`config.mk`:
```
export PLATFORM = sky130hd
export DESIGN_NAME = board_top
export DESIGN_NICKNAME = d
export VERILOG_FILES = /design/src/hw/touch_pkg.sv /design/src/hw/board_top.sv /design/src/hw/hex_display.sv /design/src/hw/i2c_touch_reader.sv /design/src/hw/quarter_tick_divider.sv
export SDC_FILE = /design/constraint.sdc
export NUM_CORES = 1
export LEC_CHECK = 0
export BUFFER_PORTS_ARGS = -buffer_cell sky130_fd_sc_hd__buf_2
export CORE_ASPECT_RATIO = 2
export CORE_MARGIN = 5
export CORE_UTILIZATION = 53
export CTS_CLUSTER_SIZE = 40
export DETAILED_ROUTE_END_ITERATION = 10
export PLACE_DENSITY = 0.89
export SLEW_MARGIN = 20
export SYNTH_ARGS = -nofsm -noshare
export SYNTH_HDL_FRONTEND = slang
export SYNTH_SLANG_ARGS = --single-unit
```
`constraint.sdc`:
```
create_clock -name hwclk -period 3.6 [get_ports hwclk]
set_input_delay 0.18 -clock hwclk [delete_from_list [all_inputs] [get_ports hwclk]]
set_output_delay 0.18 -clock hwclk [all_outputs]
set_load 0.03 [all_outputs]
```
`src/hw/touch_pkg.sv`:
```
`default_nettype none

package touch_pkg;

  // hwclk cycles per quarter-bit tick
  // four ticks make one scl period
  localparam int div_count = 252;

  // 7-bit target address of the touch controller
  localparam logic [6:0] touch_addr = 7'h38;

  // bytes in one touch report
  localparam int report_bytes = 4;

  // reader fsm encoding, shown on the left leds
  typedef enum logic [3:0] {
    st_idle       = 4'd0,
    st_start      = 4'd1,
    st_addr       = 4'd2,
    st_addr_ack   = 4'd3,
    st_read       = 4'd4,
    st_master_ack = 4'd5,
    st_stop       = 4'd6,
    st_nack_stop  = 4'd7
  } reader_state_t;

  // active-high segments, bit 0 is segment a, bit 6 is segment g
  // index is the hex digit value
  localparam logic [6:0] seg_glyph [16] = '{
    7'h3f, 7'h06, 7'h5b, 7'h4f,
    7'h66, 7'h6d, 7'h7d, 7'h07,
    7'h7f, 7'h6f, 7'h77, 7'h7c,
    7'h39, 7'h5e, 7'h79, 7'h71
  };

endpackage

`default_nettype wire
```
`src/hw/board_top.sv`:
```
`timescale 1ns/1ps
`default_nettype none

module board_top (
  input  logic        hwclk,
  input  logic        reset,
  input  logic [20:0] pb,
  output logic [7:0]  left,
  output logic [7:0]  right,
  output logic [7:0]  ss7,
  output logic [7:0]  ss6,
  output logic [7:0]  ss5,
  output logic [7:0]  ss4,
  output logic [7:0]  ss3,
  output logic [7:0]  ss2,
  output logic [7:0]  ss1,
  output logic [7:0]  ss0
);

  logic                     qtick;
  logic                     int_n;
  logic                     sda_in;
  logic                     scl_out;
  logic                     sda_out;
  logic [31:0]              report;
  logic                     report_valid;
  logic                     done;
  logic                     error;
  touch_pkg::reader_state_t reader_state;
  logic [6:0]               seg7;
  logic [6:0]               seg6;
  logic [6:0]               seg5;
  logic [6:0]               seg4;
  logic [6:0]               seg3;
  logic [6:0]               seg2;
  logic [6:0]               seg1;
  logic [6:0]               seg0;

  // pb[1] high means touch pending, reader wants active low
  assign int_n  = ~pb[1];
  // bus level comes back uninverted
  assign sda_in = pb[20];

  quarter_tick_divider quarter_tick_divider_i (
    .hwclk (hwclk),
    .reset (reset),
    .qtick (qtick)
  );

  i2c_touch_reader i2c_touch_reader_i (
    .hwclk        (hwclk),
    .reset        (reset),
    .qtick        (qtick),
    .int_n        (int_n),
    .sda_in       (sda_in),
    .scl_out      (scl_out),
    .sda_out      (sda_out),
    .report       (report),
    .report_valid (report_valid),
    .done         (done),
    .error        (error),
    .state        (reader_state)
  );

  hex_display hex_display_i (
    .hwclk        (hwclk),
    .reset        (reset),
    .report_valid (report_valid),
    .report       (report),
    .seg7         (seg7),
    .seg6         (seg6),
    .seg5         (seg5),
    .seg4         (seg4),
    .seg3         (seg3),
    .seg2         (seg2),
    .seg1         (seg1),
    .seg0         (seg0)
  );

  // open-drain fets, a 1 on the pin pulls the line low
  // left[7] done, left[6:3] fsm state, left[1] scl, left[0] sda
  assign left  = {done, reader_state, 1'b0, ~scl_out, ~sda_out};
  // right[3] error flag
  assign right = {4'b0000, error, 3'b000};

  // decimal points stay dark
  assign ss7 = {1'b0, seg7};
  assign ss6 = {1'b0, seg6};
  assign ss5 = {1'b0, seg5};
  assign ss4 = {1'b0, seg4};
  assign ss3 = {1'b0, seg3};
  assign ss2 = {1'b0, seg2};
  assign ss1 = {1'b0, seg1};
  assign ss0 = {1'b0, seg0};

endmodule

`default_nettype wire

```
`src/hw/hex_display.sv`:
```
`timescale 1ns/1ps
`default_nettype none

module hex_display (
  input  logic        hwclk,
  input  logic        reset,
  input  logic        report_valid,
  input  logic [31:0] report,
  output logic [6:0]  seg7,
  output logic [6:0]  seg6,
  output logic [6:0]  seg5,
  output logic [6:0]  seg4,
  output logic [6:0]  seg3,
  output logic [6:0]  seg2,
  output logic [6:0]  seg1,
  output logic [6:0]  seg0
);

  // last published report
  logic [31:0]      shown_q;
  // value the digits show from the next edge on
  logic [31:0]      shown_next;
  // digit 0 is the low nibble
  logic [7:0][6:0]  seg_q;

  assign shown_next = report_valid ? report : shown_q;

  always_ff @(posedge hwclk, posedge reset) begin
    if (reset) begin
      shown_q <= '0;
      for (int i = 0; i < 8; i++) begin
        seg_q[i] <= touch_pkg::seg_glyph[0];
      end
    end else begin
      shown_q <= shown_next;
      // refresh every cycle, pins only move on a new report
      for (int i = 0; i < 8; i++) begin
        seg_q[i] <= touch_pkg::seg_glyph[shown_next[4*i +: 4]];
      end
    end
  end

  assign seg7 = seg_q[7];
  assign seg6 = seg_q[6];
  assign seg5 = seg_q[5];
  assign seg4 = seg_q[4];
  assign seg3 = seg_q[3];
  assign seg2 = seg_q[2];
  assign seg1 = seg_q[1];
  assign seg0 = seg_q[0];

endmodule

`default_nettype wire

```
`src/hw/i2c_touch_reader.sv`:
```
`timescale 1ns/1ps
`default_nettype none

module i2c_touch_reader (
  input  logic                     hwclk,
  input  logic                     reset,
  input  logic                     qtick,
  input  logic                     int_n,
  input  logic                     sda_in,
  output logic                     scl_out,
  output logic                     sda_out,
  output logic [31:0]              report,
  output logic                     report_valid,
  output logic                     done,
  output logic                     error,
  output touch_pkg::reader_state_t state
);

  // interrupt synchronizer, idles high
  logic [1:0]  int_sync;
  // quarter within the current bit
  logic [1:0]  phase;
  logic [2:0]  bit_cnt;
  logic [2:0]  bit_next;
  logic [1:0]  byte_cnt;
  logic        last_byte;
  // target left sda high on the ack clock
  logic        addr_nack;
  // address byte as sent, read bit last
  logic [7:0]  addr_byte;
  // report bytes shift in here, first byte ends at the top
  logic [31:0] shift_reg;
  // states with a full scl pulse per bit
  logic        clocked_bit;
  logic        sample_bit;
  logic        publish;

  assign addr_byte = {touch_pkg::touch_addr, 1'b1};
  assign bit_next  = bit_cnt + 3'd1;
  assign last_byte = (byte_cnt == 2'(touch_pkg::report_bytes - 1));

  assign clocked_bit = (state == touch_pkg::st_addr) ||
                       (state == touch_pkg::st_addr_ack) ||
                       (state == touch_pkg::st_read) ||
                       (state == touch_pkg::st_master_ack);

  // mid-high sample point of a data bit
  assign sample_bit = qtick && (state == touch_pkg::st_read) && (phase == 2'd1);
  // clean stop finished
  assign publish    = qtick && (state == touch_pkg::st_stop) && (phase == 2'd3);

  always_ff @(posedge hwclk, posedge reset) begin
    if (reset) begin
      int_sync <= 2'b11;
    end else begin
      int_sync <= {int_sync[0], int_n};
    end
  end

  always_ff @(posedge hwclk, posedge reset) begin
    if (reset) begin
      state        <= touch_pkg::st_idle;
      phase        <= '0;
      bit_cnt      <= '0;
      byte_cnt     <= '0;
      addr_nack    <= 1'b0;
      scl_out      <= 1'b1;
      sda_out      <= 1'b1;
      report_valid <= 1'b0;
      done         <= 1'b0;
      error        <= 1'b0;
    end else begin
      report_valid <= 1'b0;
      if (qtick) begin
        phase <= phase + 2'd1;
        // scl rises in quarter 0 and falls in quarter 2 of each bit
        if (clocked_bit && phase == 2'd0) begin
          scl_out <= 1'b1;
        end
        if (clocked_bit && phase == 2'd2) begin
          scl_out <= 1'b0;
        end
        case (state)
          touch_pkg::st_idle: begin
            phase   <= '0;
            scl_out <= 1'b1;
            sda_out <= 1'b1;
            // pending touch starts a read, done drops here
            if (!int_sync[1]) begin
              state <= touch_pkg::st_start;
              done  <= 1'b0;
            end
          end
          touch_pkg::st_start: begin
            // sda falls with scl high, then scl falls
            if (phase == 2'd0) begin
              sda_out <= 1'b0;
            end
            if (phase == 2'd2) begin
              scl_out <= 1'b0;
            end
            if (phase == 2'd3) begin
              sda_out <= addr_byte[7];
              bit_cnt <= '0;
              state   <= touch_pkg::st_addr;
            end
          end
          touch_pkg::st_addr: begin
            // next bit goes out a quarter after scl falls
            if (phase == 2'd3) begin
              if (bit_cnt == 3'd7) begin
                sda_out <= 1'b1;
                state   <= touch_pkg::st_addr_ack;
              end else begin
                bit_cnt <= bit_next;
                sda_out <= addr_byte[~bit_next];
              end
            end
          end
          touch_pkg::st_addr_ack: begin
            if (phase == 2'd1) begin
              addr_nack <= sda_in;
            end
            if (phase == 2'd3) begin
              if (addr_nack) begin
                // hold sda low so stop can release it
                sda_out <= 1'b0;
                state   <= touch_pkg::st_nack_stop;
              end else begin
                sda_out  <= 1'b1;
                bit_cnt  <= '0;
                byte_cnt <= '0;
                state    <= touch_pkg::st_read;
              end
            end
          end
          touch_pkg::st_read: begin
            if (phase == 2'd3) begin
              if (bit_cnt == 3'd7) begin
                // ack all but the last byte
                sda_out <= last_byte;
                state   <= touch_pkg::st_master_ack;
              end else begin
                bit_cnt <= bit_next;
              end
            end
          end
          touch_pkg::st_master_ack: begin
            if (phase == 2'd3) begin
              if (last_byte) begin
                sda_out <= 1'b0;
                state   <= touch_pkg::st_stop;
              end else begin
                sda_out  <= 1'b1;
                bit_cnt  <= '0;
                byte_cnt <= byte_cnt + 2'd1;
                state    <= touch_pkg::st_read;
              end
            end
          end
          touch_pkg::st_stop, touch_pkg::st_nack_stop: begin
            // scl up first, then sda rises while scl is high
            if (phase == 2'd0) begin
              scl_out <= 1'b1;
            end
            if (phase == 2'd1) begin
              sda_out <= 1'b1;
            end
            if (phase == 2'd3) begin
              state <= touch_pkg::st_idle;
              if (state == touch_pkg::st_stop) begin
                report_valid <= 1'b1;
                done         <= 1'b1;
                error        <= 1'b0;
              end else begin
                // sticky until a good read
                error <= 1'b1;
              end
            end
          end
          default: begin
            state <= touch_pkg::st_idle;
          end
        endcase
      end
    end
  end

  // payload path
  always_ff @(posedge hwclk) begin
    if (sample_bit) begin
      shift_reg <= {shift_reg[30:0], sda_in};
    end
    if (publish) begin
      report <= shift_reg;
    end
  end

endmodule

`default_nettype wire

```
`src/hw/quarter_tick_divider.sv`:
```
`timescale 1ns/1ps
`default_nettype none

module quarter_tick_divider (
  input  logic hwclk,
  input  logic reset,
  output logic qtick
);

  // free-running period counter
  logic [7:0] count;
  // last cycle of the period
  logic       wrap;

  assign wrap = (count == 8'(touch_pkg::div_count - 1));

  always_ff @(posedge hwclk, posedge reset) begin
    if (reset) begin
      count <= '0;
      qtick <= 1'b0;
    end else begin
      // one hwclk-wide enable per period
      qtick <= wrap;
      if (wrap) begin
        count <= '0;
      end else begin
        count <= count + 8'd1;
      end
    end
  end

endmodule

`default_nettype wire

```
==> results of run 1 <==
stage by stage:
step                      utilization (%)  total power (W)  std cells
after floorplan                         -          0.00220        686
after global routing                 60.4          0.00414        960
final                                60.4          0.00401        960
after global placement               56.4          0.00220        925
after detailed placement             56.4          0.00220        925
after CTS                            60.4          0.00404        960
layer usage:
metal	vias to the layer above	GRT usage [%]
met1	2664	18.9
met2	152	32.7
met4	0	7.26
met5	-	0
met3	54	3.45
li1	2486	-
logic make-up (layout without fill, tap and decap cells):
family	Yosys count	count (layout)	synth area share, %
DFF	179	179	57.8
and+or+nand+nor	167	167	9.38
AOI/OAI and AO/OA	126	126	9.64
buffers and inverters	86	159	5.58
adders and majority gates	67	67	9.96
muxes	42	42	7.36
xor gates and xnor gates	2	2	0.208
other	1	17	0.0446
where the power goes:
part / switching [W] / internal [W]
clock network: 0.000856 / 0.000994
registers: 0.000000978 / 0.00210
logic: 0.0000494 / 0.00000617
total: 0.000906 / 0.00310
worst register-to-register path, cell delays in order (launching register included):
cell     delay, ps
dfrtp_2        620
buf_4          460
mux2i_1        570
inv_1          240
ha_1           280
nand2_1        130
o21ai_0        110
a22oi_1        160
final cells by class:
type | instances | area (um2) | area share (%)
clock inverters | 14 | 160 | 1.69
well taps | 201 | 251 | 2.65
inverters | 51 | 194 | 2.05
flip-flops and latches | 179 | 4870 | 51.3
clock buffers | 18 | 429 | 4.53
repair buffers | 76 | 425 | 4.49
multi-input cells | 421 | 3150 | 33.3
cell usage in the layout (no fill, tap or decap), types with 3 or more instances in the layout:
master,n
nand2b_1,3
o211ai_1,6
buf_4,6
dlygate4sd3_1,3
and3_1,7
nor3_1,13
inv_1,38
a211oi_1,11
a31oi_1,13
o21ai_0,20
clkbuf_16,17
o31ai_1,4
nor2b_1,6
nand2_1,57
a22oi_1,8
inv_6,5
nand3_1,16
edfxtp_1,64
a21oi_1,41
nor2_1,40
mux2_2,3
buf_2,66
dfstp_2,52
ha_1,67
nand4_1,5
mux4_2,3
inv_8,5
dfrtp_1,62
inv_2,11
conb_1,17
nand3b_1,9
a211oi_2,3
mux2i_1,22
mux2i_4,12
worst max path at each step:
stage / to / slack [ps] / from / depth (start not counted)
2_1_floorplan: hex_display_i.seg0[6] / 460 / reset / 1
3_3_place_gp: hex_display_i.seg0[5] / 1110 / i2c_touch_reader_i.report_valid / 7
3_5_place_dp: hex_display_i.seg3[5] / 1020 / i2c_touch_reader_i.report_valid / 7
4_1_cts: hex_display_i.seg3[5] / 940 / i2c_touch_reader_i.report_valid / 7
5_1_grt: hex_display_i.seg3[5] / 690 / i2c_touch_reader_i.report_valid / 7
6_report: hex_display_i.seg3[5] / 940 / i2c_touch_reader_i.report_valid / 7
==> flow_summary.yaml, run 1 <==
logic_synthesis:
  avgSynthCellArea_um2: 12.6
  synth_common_cells: "ha_1, edfxtp_1, dfrtp_1"
  synthTopCellsByArea: "edfxtp_1, dfrtp_1, dfstp_2"
  synth-main-ff-cell: "edfxtp_1"
  async_flop_share_pct: 64.2
  syn_inst: 670
  synth_enable_flop_cells: 64
  synth-seq-cells: 179
  netlist_area_mm2: 0.00841
  synth_top_area_share_pct: 22.8
  yosysSeqAreaShare_pct: 57.8
  synth.most_common_cell: "ha_1"
  ys_types: 60
  yosysWarnings: 0
  synth_top_area_cell: "edfxtp_1"
run_status:
  outcome: "complete, no violations"
layout:
  nFillCells: 1176
  nets: 836
  stdcell_area_mm2: 0.00948
  final_layout_size_suffix_gt1_share_pct: 26.4
  areaGrowthSynthToFinish_pct: 12.7
  num_antenna_cells: 0
global_routing:
  grt.total_usage_pct: 17.5
  antenna_found_initial: 0
  grt_pass1_vias: 5493
  gr-total-overflow: 0
  grt_max_degree: 71
  grt_pass1_wl_um: 26300
sta:
  slew-limit-headroom_pct: 44.3
  finClkSkew_ps: 12.4
  drv_slew: 0
  report.final.hold_viol_count: 0
  tightest_slew_ps: 812
  setup_violations: 0
  period_share_pct: 74.0
  fin_tns_setup_ps: 0
  finalCriticalPeriod_ps: 2660
  rsz0062_at_grt: "false"
  worst_hold_slack_ps: 348
  setup_ws_ps: 938
  clock.fmax_ghz: 0.376
drt:
  ant_nets: 0
  wl_per_cell_um: 16.3
  drc_errors: 0
  via_count: 5356
  topRoutingLayerUsed: "met4"
  met1_length_um: 5650
  routed_wl_um: 15700
  wl_met2_um: 8970
  drt_first_iter_violations: 343
  drt-pass1-iter-count: 5
  vias_per_cell: 5.58
  dr_wl_met3_um: 541
critical_path:
  r2r_slack_ps: 940
  crit_required_ps: 3950
  cp.arrival_ps: 3010
  cp_max_fo: 17
  cp_slowest_stage_delay_ps: 620
  r2r-end: "hex_display_i.seg3[5]"
  cp_top_family: "buffers and inverters"
  ff2ff_path_depth: 7
  r2r_start: "i2c_touch_reader_i.report_valid"
  critPathKind: "flip-flop to flip-flop"
  cp-end-kind: "flip-flop"
  startpoint_type: "flip-flop"
  cp_cell_sequence: "buf_4 > mux2i_1 > inv_1 > ha_1 > nand2_1 > o21ai_0 > a22oi_1"
  slowest_stage: "dfrtp_2"
  path_buf_inv: 2
clocking:
  cts_tree: "built"
  htreeDepth: 4
  clock_sinks: 179
  cts_buffers: 17
  clockBufferDepth: 2
  clk_latency_ps: 430
  cts_resized: 0
  clk_pin_slew_worst_paths_ps: 70
  cts_hold_buf: 3
  cts_setup_buffers: 0
  root_buffer: "clkbuf_16"
floorplan:
  io_pins: 103
  rows: 65
  die-area_mm2: 0.0186
  die_w_um: 99.1
  core_mm2: 0.0157
  die_h_um: 188
  start_util_pct: 53.6
pwr:
  p_leak_nw: 3.90
  power.density_mw_per_mm2: 423
  ir_drop_mv: 0.386
flow_run:
  max-cap-violations: 0
placed_design:
  dpl.hpwl_um: 10900
  placed_area_mm2: 0.00886
  port_buffers: 66
  post-place-ws_ps: 1020
  gp_congestion: 0.885
hold_path:
  hold_path_startpoint: "i2c_touch_reader_i.int_sync[0]"
  whs_path_depth: 0
  worstHoldEndpoint: "i2c_touch_reader_i.int_sync[1]"
  hold_class: "flip-flop to flip-flop"
(Power assumes the default switching activity.)
==> run 2: changes to the inputs <==
--- a/config.mk
+++ b/config.mk
@@ -8,10 +8,10 @@
 export BUFFER_PORTS_ARGS = -buffer_cell sky130_fd_sc_hd__buf_2
 export CORE_ASPECT_RATIO = 2
 export CORE_MARGIN = 5
-export CORE_UTILIZATION = 53
+export CORE_UTILIZATION = 58
 export CTS_CLUSTER_SIZE = 40
 export DETAILED_ROUTE_END_ITERATION = 10
-export PLACE_DENSITY = 0.89
+export PLACE_DENSITY = 0.92
 export SLEW_MARGIN = 20
 export SYNTH_ARGS = -nofsm -noshare
 export SYNTH_HDL_FRONTEND = slang
==> constraint.sdc (replaced) <==
create_clock -name hwclk -period 2.7 [get_ports hwclk]
set_input_delay 0.135 -clock hwclk [delete_from_list [all_inputs] [get_ports hwclk]]
set_output_delay 0.135 -clock hwclk [all_outputs]
set_load 0.03 [all_outputs]
==> run 2 against run 1 <==
Register-to-register slack got worse by 560 ps; critical path depth fell by 2; final cell count up 0.52%; sequential power is 34% higher; maximum frequency increased by 15%; largest cell class unchanged; first-iteration DRC count decreased by 1.5%; power up 33%; worst setup slack got worse by 560 ps; clock skew is 0.74 ps higher; die area is 8.0% lower; hold slack worse by 83 ps.
==> flow_summary.yaml, run 2 (synthesized netlist as in run 1, its figures left out) <==
layout:
  seq_area_mm2: 0.00487
  areaGrowthSynthToFinish_pct: 14.0
  multi_input_area_mm2: 0.00315
  final_common_cell: "ha_1"
  final_cell_mix: "ha_1, buf_2, edfxtp_1"
  nFillCells: 1007
  num_antenna_cells: 0
  stdcell_count: 965
  nets: 850
  final_layout_size_suffix_gt1_share_pct: 27.6
clocking:
  clockBufferDepth: 2
  cts_setup_buffers: 0
  htreeDepth: 4
  cts_buffers: 17
  clk_latency_ps: 430
  clock_sinks: 179
  clk_pin_slew_worst_paths_ps: 60
  root_buffer: "clkbuf_16"
  cts_tree: "built"
  cts_hold_buf: 3
  cts_resized: 0
drt:
  routed_wl_um: 16200
  drc_errors: 0
  wl_per_cell_um: 16.8
  topRoutingLayerUsed: "met4"
  dr_wl_met3_um: 554
  met1_length_um: 5770
  vias_per_cell: 5.61
  via_count: 5409
  ant_nets: 0
  drt-pass1-iter-count: 5
  wl_met2_um: 9490
  drt_first_iter_violations: 338
pwr:
  p_int_w: 0.00421
  switching_share_pct: 21.0
  ir_drop_mv: 0.446
  switchingPower_w: 0.00112
  share_comb_of_total_power_pct: 1.4
  clockPowerShare_pct: 45.9
  pwr-share-seq_pct: 52.6
  power.density_mw_per_mm2: 556
  p_leak_nw: 3.96
placed_design:
  place_inst: 930
  gp_congestion: 0.856
  port_buffers: 66
  dpl.hpwl_um: 11000
floorplan:
  die-area_mm2: 0.0172
  die_w_um: 95.2
  io_pins: 103
  start_util_pct: 58.6
  rows: 62
  die_h_um: 180
  core_mm2: 0.0144
hold_path:
  hold_class: "input pin to asynchronous set/reset pin"
sta:
  report.final.hold_viol_count: 0
  drv_slew: 0
  slew-limit-headroom_pct: 48.9
  rsz0062_at_grt: "false"
  setup_violations: 0
  tightest_slew_ps: 767
  fin_tns_setup_ps: 0
  finalCriticalPeriod_ps: 2320
  period_share_pct: 86.1
  clock.fmax_ghz: 0.430
  finClkSkew_ps: 13.2
critical_path:
  cp.arrival_ps: 2690
  cp_max_fo: 12
  crit_required_ps: 3070
  cp-end-kind: "flip-flop"
  critPathKind: "flip-flop to flip-flop"
  startpoint_type: "flip-flop"
global_routing:
  grt_pass1_wl_um: 27000
  grt_pass1_vias: 5665
  gr-total-overflow: 0
  antenna_found_initial: 0
  grt.total_usage_pct: 20.1
  grt_max_degree: 64
run_status:
  outcome: "complete, no violations"
flow_run:
  max-cap-violations: 0
-- run 2: cell types whose count changed in the layout (fill, tap and decap cells not counted), moves of 2 or more --
cell,change
inv_8,-5
clkinvlp_4,+2
clkbuf_16,+2
buf_4,+13
-- run 2: stage by stage --
stage | total power, W | hold slack, ps | area [um2] | util [%] | setup WS, ps
floorplan | 0.00293 | 161 | 8480 | - | 24.7
CTS | 0.00539 | 258 | 9590 | 66.8 | 402
global route | 0.00551 | 299 | 9590 | 66.8 | 239
global placement | 0.00293 | 156 | 8960 | 62.5 | 539
finish | 0.00534 | 265 | 9590 | 66.8 | 375
detailed placement | 0.00293 | 162 | 8960 | 62.5 | 436
-- run 2: path summary, 6_finish.rpt --
check,slack [ps],startpoint,cells after the start,endpoint
worst max-delay path,380,i2c_touch_reader_i.report_valid,5,hex_display_i.seg6[3]
worst min-delay path,260,reset,3,quarter_tick_divider_i.count[4]
worst max register to register,380,i2c_touch_reader_i.report_valid,5,hex_display_i.seg6[3]
worst min register to register,360,i2c_touch_reader_i.int_sync[0],0,i2c_touch_reader_i.int_sync[1]
max in group asynchronous,1640,reset,4,hex_display_i.seg5[1]
min in group hwclk,350,pb[1],3,i2c_touch_reader_i.int_sync[0]
-- run 2: power by group through the flow --
stage	sequential (W)	clock [W]	combinational [W]
CTS	0.00281	0.00250	0.0000797
floorplan	0.00286	0	0.0000772
global placement	0.00286	0	0.0000749
finish	0.00281	0.00245	0.0000773
global route	0.00281	0.00261	0.0000881
detailed placement	0.00286	0	0.0000762
-- run 2: area by class of cell --
cell class,instances,area share [%]
Timing Repair Buffer,90,5.66
Sequential cell,179,50.7
Tap cell,192,2.51
Clock inverter,12,1.20
Clock buffer,20,5.00
Multi-Input combinational cell,421,32.9
Inverter,51,2.04
-- run 2: critical path, stage by stage (launching register included) --
cell and delay [ps]:
dfrtp_2 670, mux2i_1 560, inv_1 190, ha_1 300, mux4_2 490, inv_1 70
-- run 2: layer usage --
| metal | up-vias | global-route usage, % |
|---|---|---|
| met5 | - | 0 |
| met4 | 0 | 8.91 |
| met3 | 32 | 3.64 |
| met2 | 156 | 37.6 |
| met1 | 2698 | 21.1 |
| li1 | 2523 | - |
==> run 3: changes to the inputs <==
--- a/config.mk
+++ b/config.mk
@@ -11,6 +11,7 @@
 export CORE_UTILIZATION = 58
 export CTS_CLUSTER_SIZE = 40
 export DETAILED_ROUTE_END_ITERATION = 10
+export MAX_ROUTING_LAYER = met4
 export PLACE_DENSITY = 0.92
 export SLEW_MARGIN = 20
 export SYNTH_ARGS = -nofsm -noshare
==> constraint.sdc (replaced) <==
create_clock -name hwclk -period 2.7 [get_ports hwclk]
set_input_delay 0.54 -clock hwclk [delete_from_list [all_inputs] [get_ports hwclk]]
set_output_delay 0.54 -clock hwclk [all_outputs]
set_load 0.03 [all_outputs]
==> run 3 against run 2 <==
Hold slack got worse by 220 ps; via count down 1.3%; critical endpoint unchanged; register-to-register slack improved by 30 ps; wire length decreased by 3.3%; worst setup slack improved by 27 ps; power shrank 0.90%; flip-flop and latch count unchanged; clock skew barely moved; critical path depth unchanged.
==> flow_summary.yaml, run 3 (synthesized netlist as in run 1, its figures left out) <==
run_status:
  outcome: "complete, no violations"
global_routing:
  grt_pass1_wl_um: 26000
  grt.total_usage_pct: 20.2
  gr-total-overflow: 0
  grt_max_degree: 65
  antenna_found_initial: 0
  grt_pass1_vias: 5510
layout:
  final_common_cell: "ha_1"
  multi_input_area_mm2: 0.00315
  areaGrowthSynthToFinish_pct: 13.6
  nets: 848
  stdcell_count: 963
  final_cell_mix: "ha_1, buf_2, edfxtp_1"
  nFillCells: 998
  final_layout_size_suffix_gt1_share_pct: 27.8
  num_antenna_cells: 0
  seq_area_mm2: 0.00487
clocking:
  clockBufferDepth: 2
  htreeDepth: 4
  cts_setup_buffers: 0
  cts_resized: 0
  cts_tree: "built"
  cts_buffers: 17
  root_buffer: "clkbuf_16"
  clk_pin_slew_worst_paths_ps: 70
  clock_sinks: 179
  cts_hold_buf: 0
  clk_latency_ps: 430
placed_design:
  place_inst: 931
  dpl.hpwl_um: 11000
  post-place-ws_ps: 423
  port_buffers: 66
  gp_congestion: 0.906
floorplan:
  die-area_mm2: 0.0172
  core_mm2: 0.0144
  die_h_um: 180
  io_pins: 103
  rows: 62
  die_w_um: 95.2
  start_util_pct: 58.6
pwr:
  clockPowerShare_pct: 45.5
  pwr-share-seq_pct: 53.1
  share_comb_of_total_power_pct: 1.4
  switchingPower_w: 0.00111
  p_leak_nw: 3.96
  switching_share_pct: 21.0
  p_int_w: 0.00418
  ir_drop_mv: 0.487
  power.density_mw_per_mm2: 553
critical_path:
  cp-end-kind: "flip-flop"
  startpoint_type: "flip-flop"
  crit_required_ps: 3070
  r2r_slack_ps: 400
  critPathKind: "flip-flop to flip-flop"
  ff2ff_path_depth: 5
  r2r_start: "i2c_touch_reader_i.report_valid"
  cp_max_fo: 12
  r2r-end: "hex_display_i.seg6[3]"
  cp.arrival_ps: 2670
sta:
  tightest_slew_ps: 770
  period_share_pct: 85.1
  setup_violations: 0
  slew-limit-headroom_pct: 48.7
  report.final.hold_viol_count: 0
  finalCriticalPeriod_ps: 2300
  drv_slew: 0
  setup_ws_ps: 402
  fin_tns_setup_ps: 0
  rsz0062_at_grt: "false"
  clock.fmax_ghz: 0.435
  finClkSkew_ps: 12.8
drt:
  drt-pass1-iter-count: 4
  routed_wl_um: 15700
  drc_errors: 0
  via_count: 5339
  vias_per_cell: 5.54
  ant_nets: 0
  wl_per_cell_um: 16.3
  drt_first_iter_violations: 293
flow_run:
  max-cap-violations: 0
hold_path:
  hold_class: "input pin to asynchronous set/reset pin"
## run 3: worst max-delay path by stage
| stage | endpoint | start | slack, ps |
|---|---|---|---|
| detailed placement | hex_display_i.seg6[3] | i2c_touch_reader_i.report_valid | 420 |
| finish | hex_display_i.seg6[3] | i2c_touch_reader_i.report_valid | 400 |
| floorplan | i2c_touch_reader_i.report[0] | i2c_touch_reader_i.state[0] | 20 |
| global route | hex_display_i.seg6[3] | i2c_touch_reader_i.report_valid | 240 |
| CTS | hex_display_i.seg6[3] | i2c_touch_reader_i.report_valid | 400 |
| global placement | hex_display_i.seg5[3] | i2c_touch_reader_i.report_valid | 540 |
## run 3: power groups by stage
stage,Clock [W],Combinational [W],Sequential [W]
6_report,0.00241,0.0000739,0.00281
2_1_floorplan,0,0.0000772,0.00286
3_3_place_gp,0,0.0000753,0.00286
4_1_cts,0.00245,0.0000762,0.00281
3_5_place_dp,0,0.0000762,0.00286
5_1_grt,0.00258,0.0000846,0.00281
## run 3: cell type report
| cell class | count | share of cell area, % |
|---|---|---|
| Clock buffer | 21 | 4.92 |
| Inverter | 51 | 2.04 |
| Tap cell | 192 | 2.51 |
| Clock inverter | 11 | 1.22 |
| Timing Repair Buffer | 88 | 5.45 |
| Multi-Input combinational cell | 421 | 33.0 |
| Sequential cell | 179 | 50.9 |
## run 3: critical path, stage by stage, from the launching register on
cell	delay, ps
dfrtp_2	670
mux2i_1	530
inv_1	190
ha_1	300
mux4_2	480
inv_1	60
## run 3: per-layer routing
layer / global-route usage, % / vias to the layer above / share of wire, %
met5: - / - / 0
met4: 10.1 / 0 / 3.7
li1: - / 2512 / -
met1: 20.3 / 2611 / 35
met2: 35.7 / 168 / 58
met3: 4.14 / 48 / 3.5
## run 3: per-stage QoR
| stage | hold slack [ps] | power (W) | util, % | area [um2] |
|---|---|---|---|---|
| after detailed placement | 348 | 0.00293 | 62.5 | 8970 |
| after global placement | 346 | 0.00293 | 62.5 | 8970 |
| after CTS | 41.2 | 0.00533 | 66.6 | 9560 |
| after global routing | 48.1 | 0.00547 | 66.6 | 9560 |
| after floorplan | 345 | 0.00293 | - | 8480 |
| final | 49.4 | 0.00529 | 66.6 | 9560 |
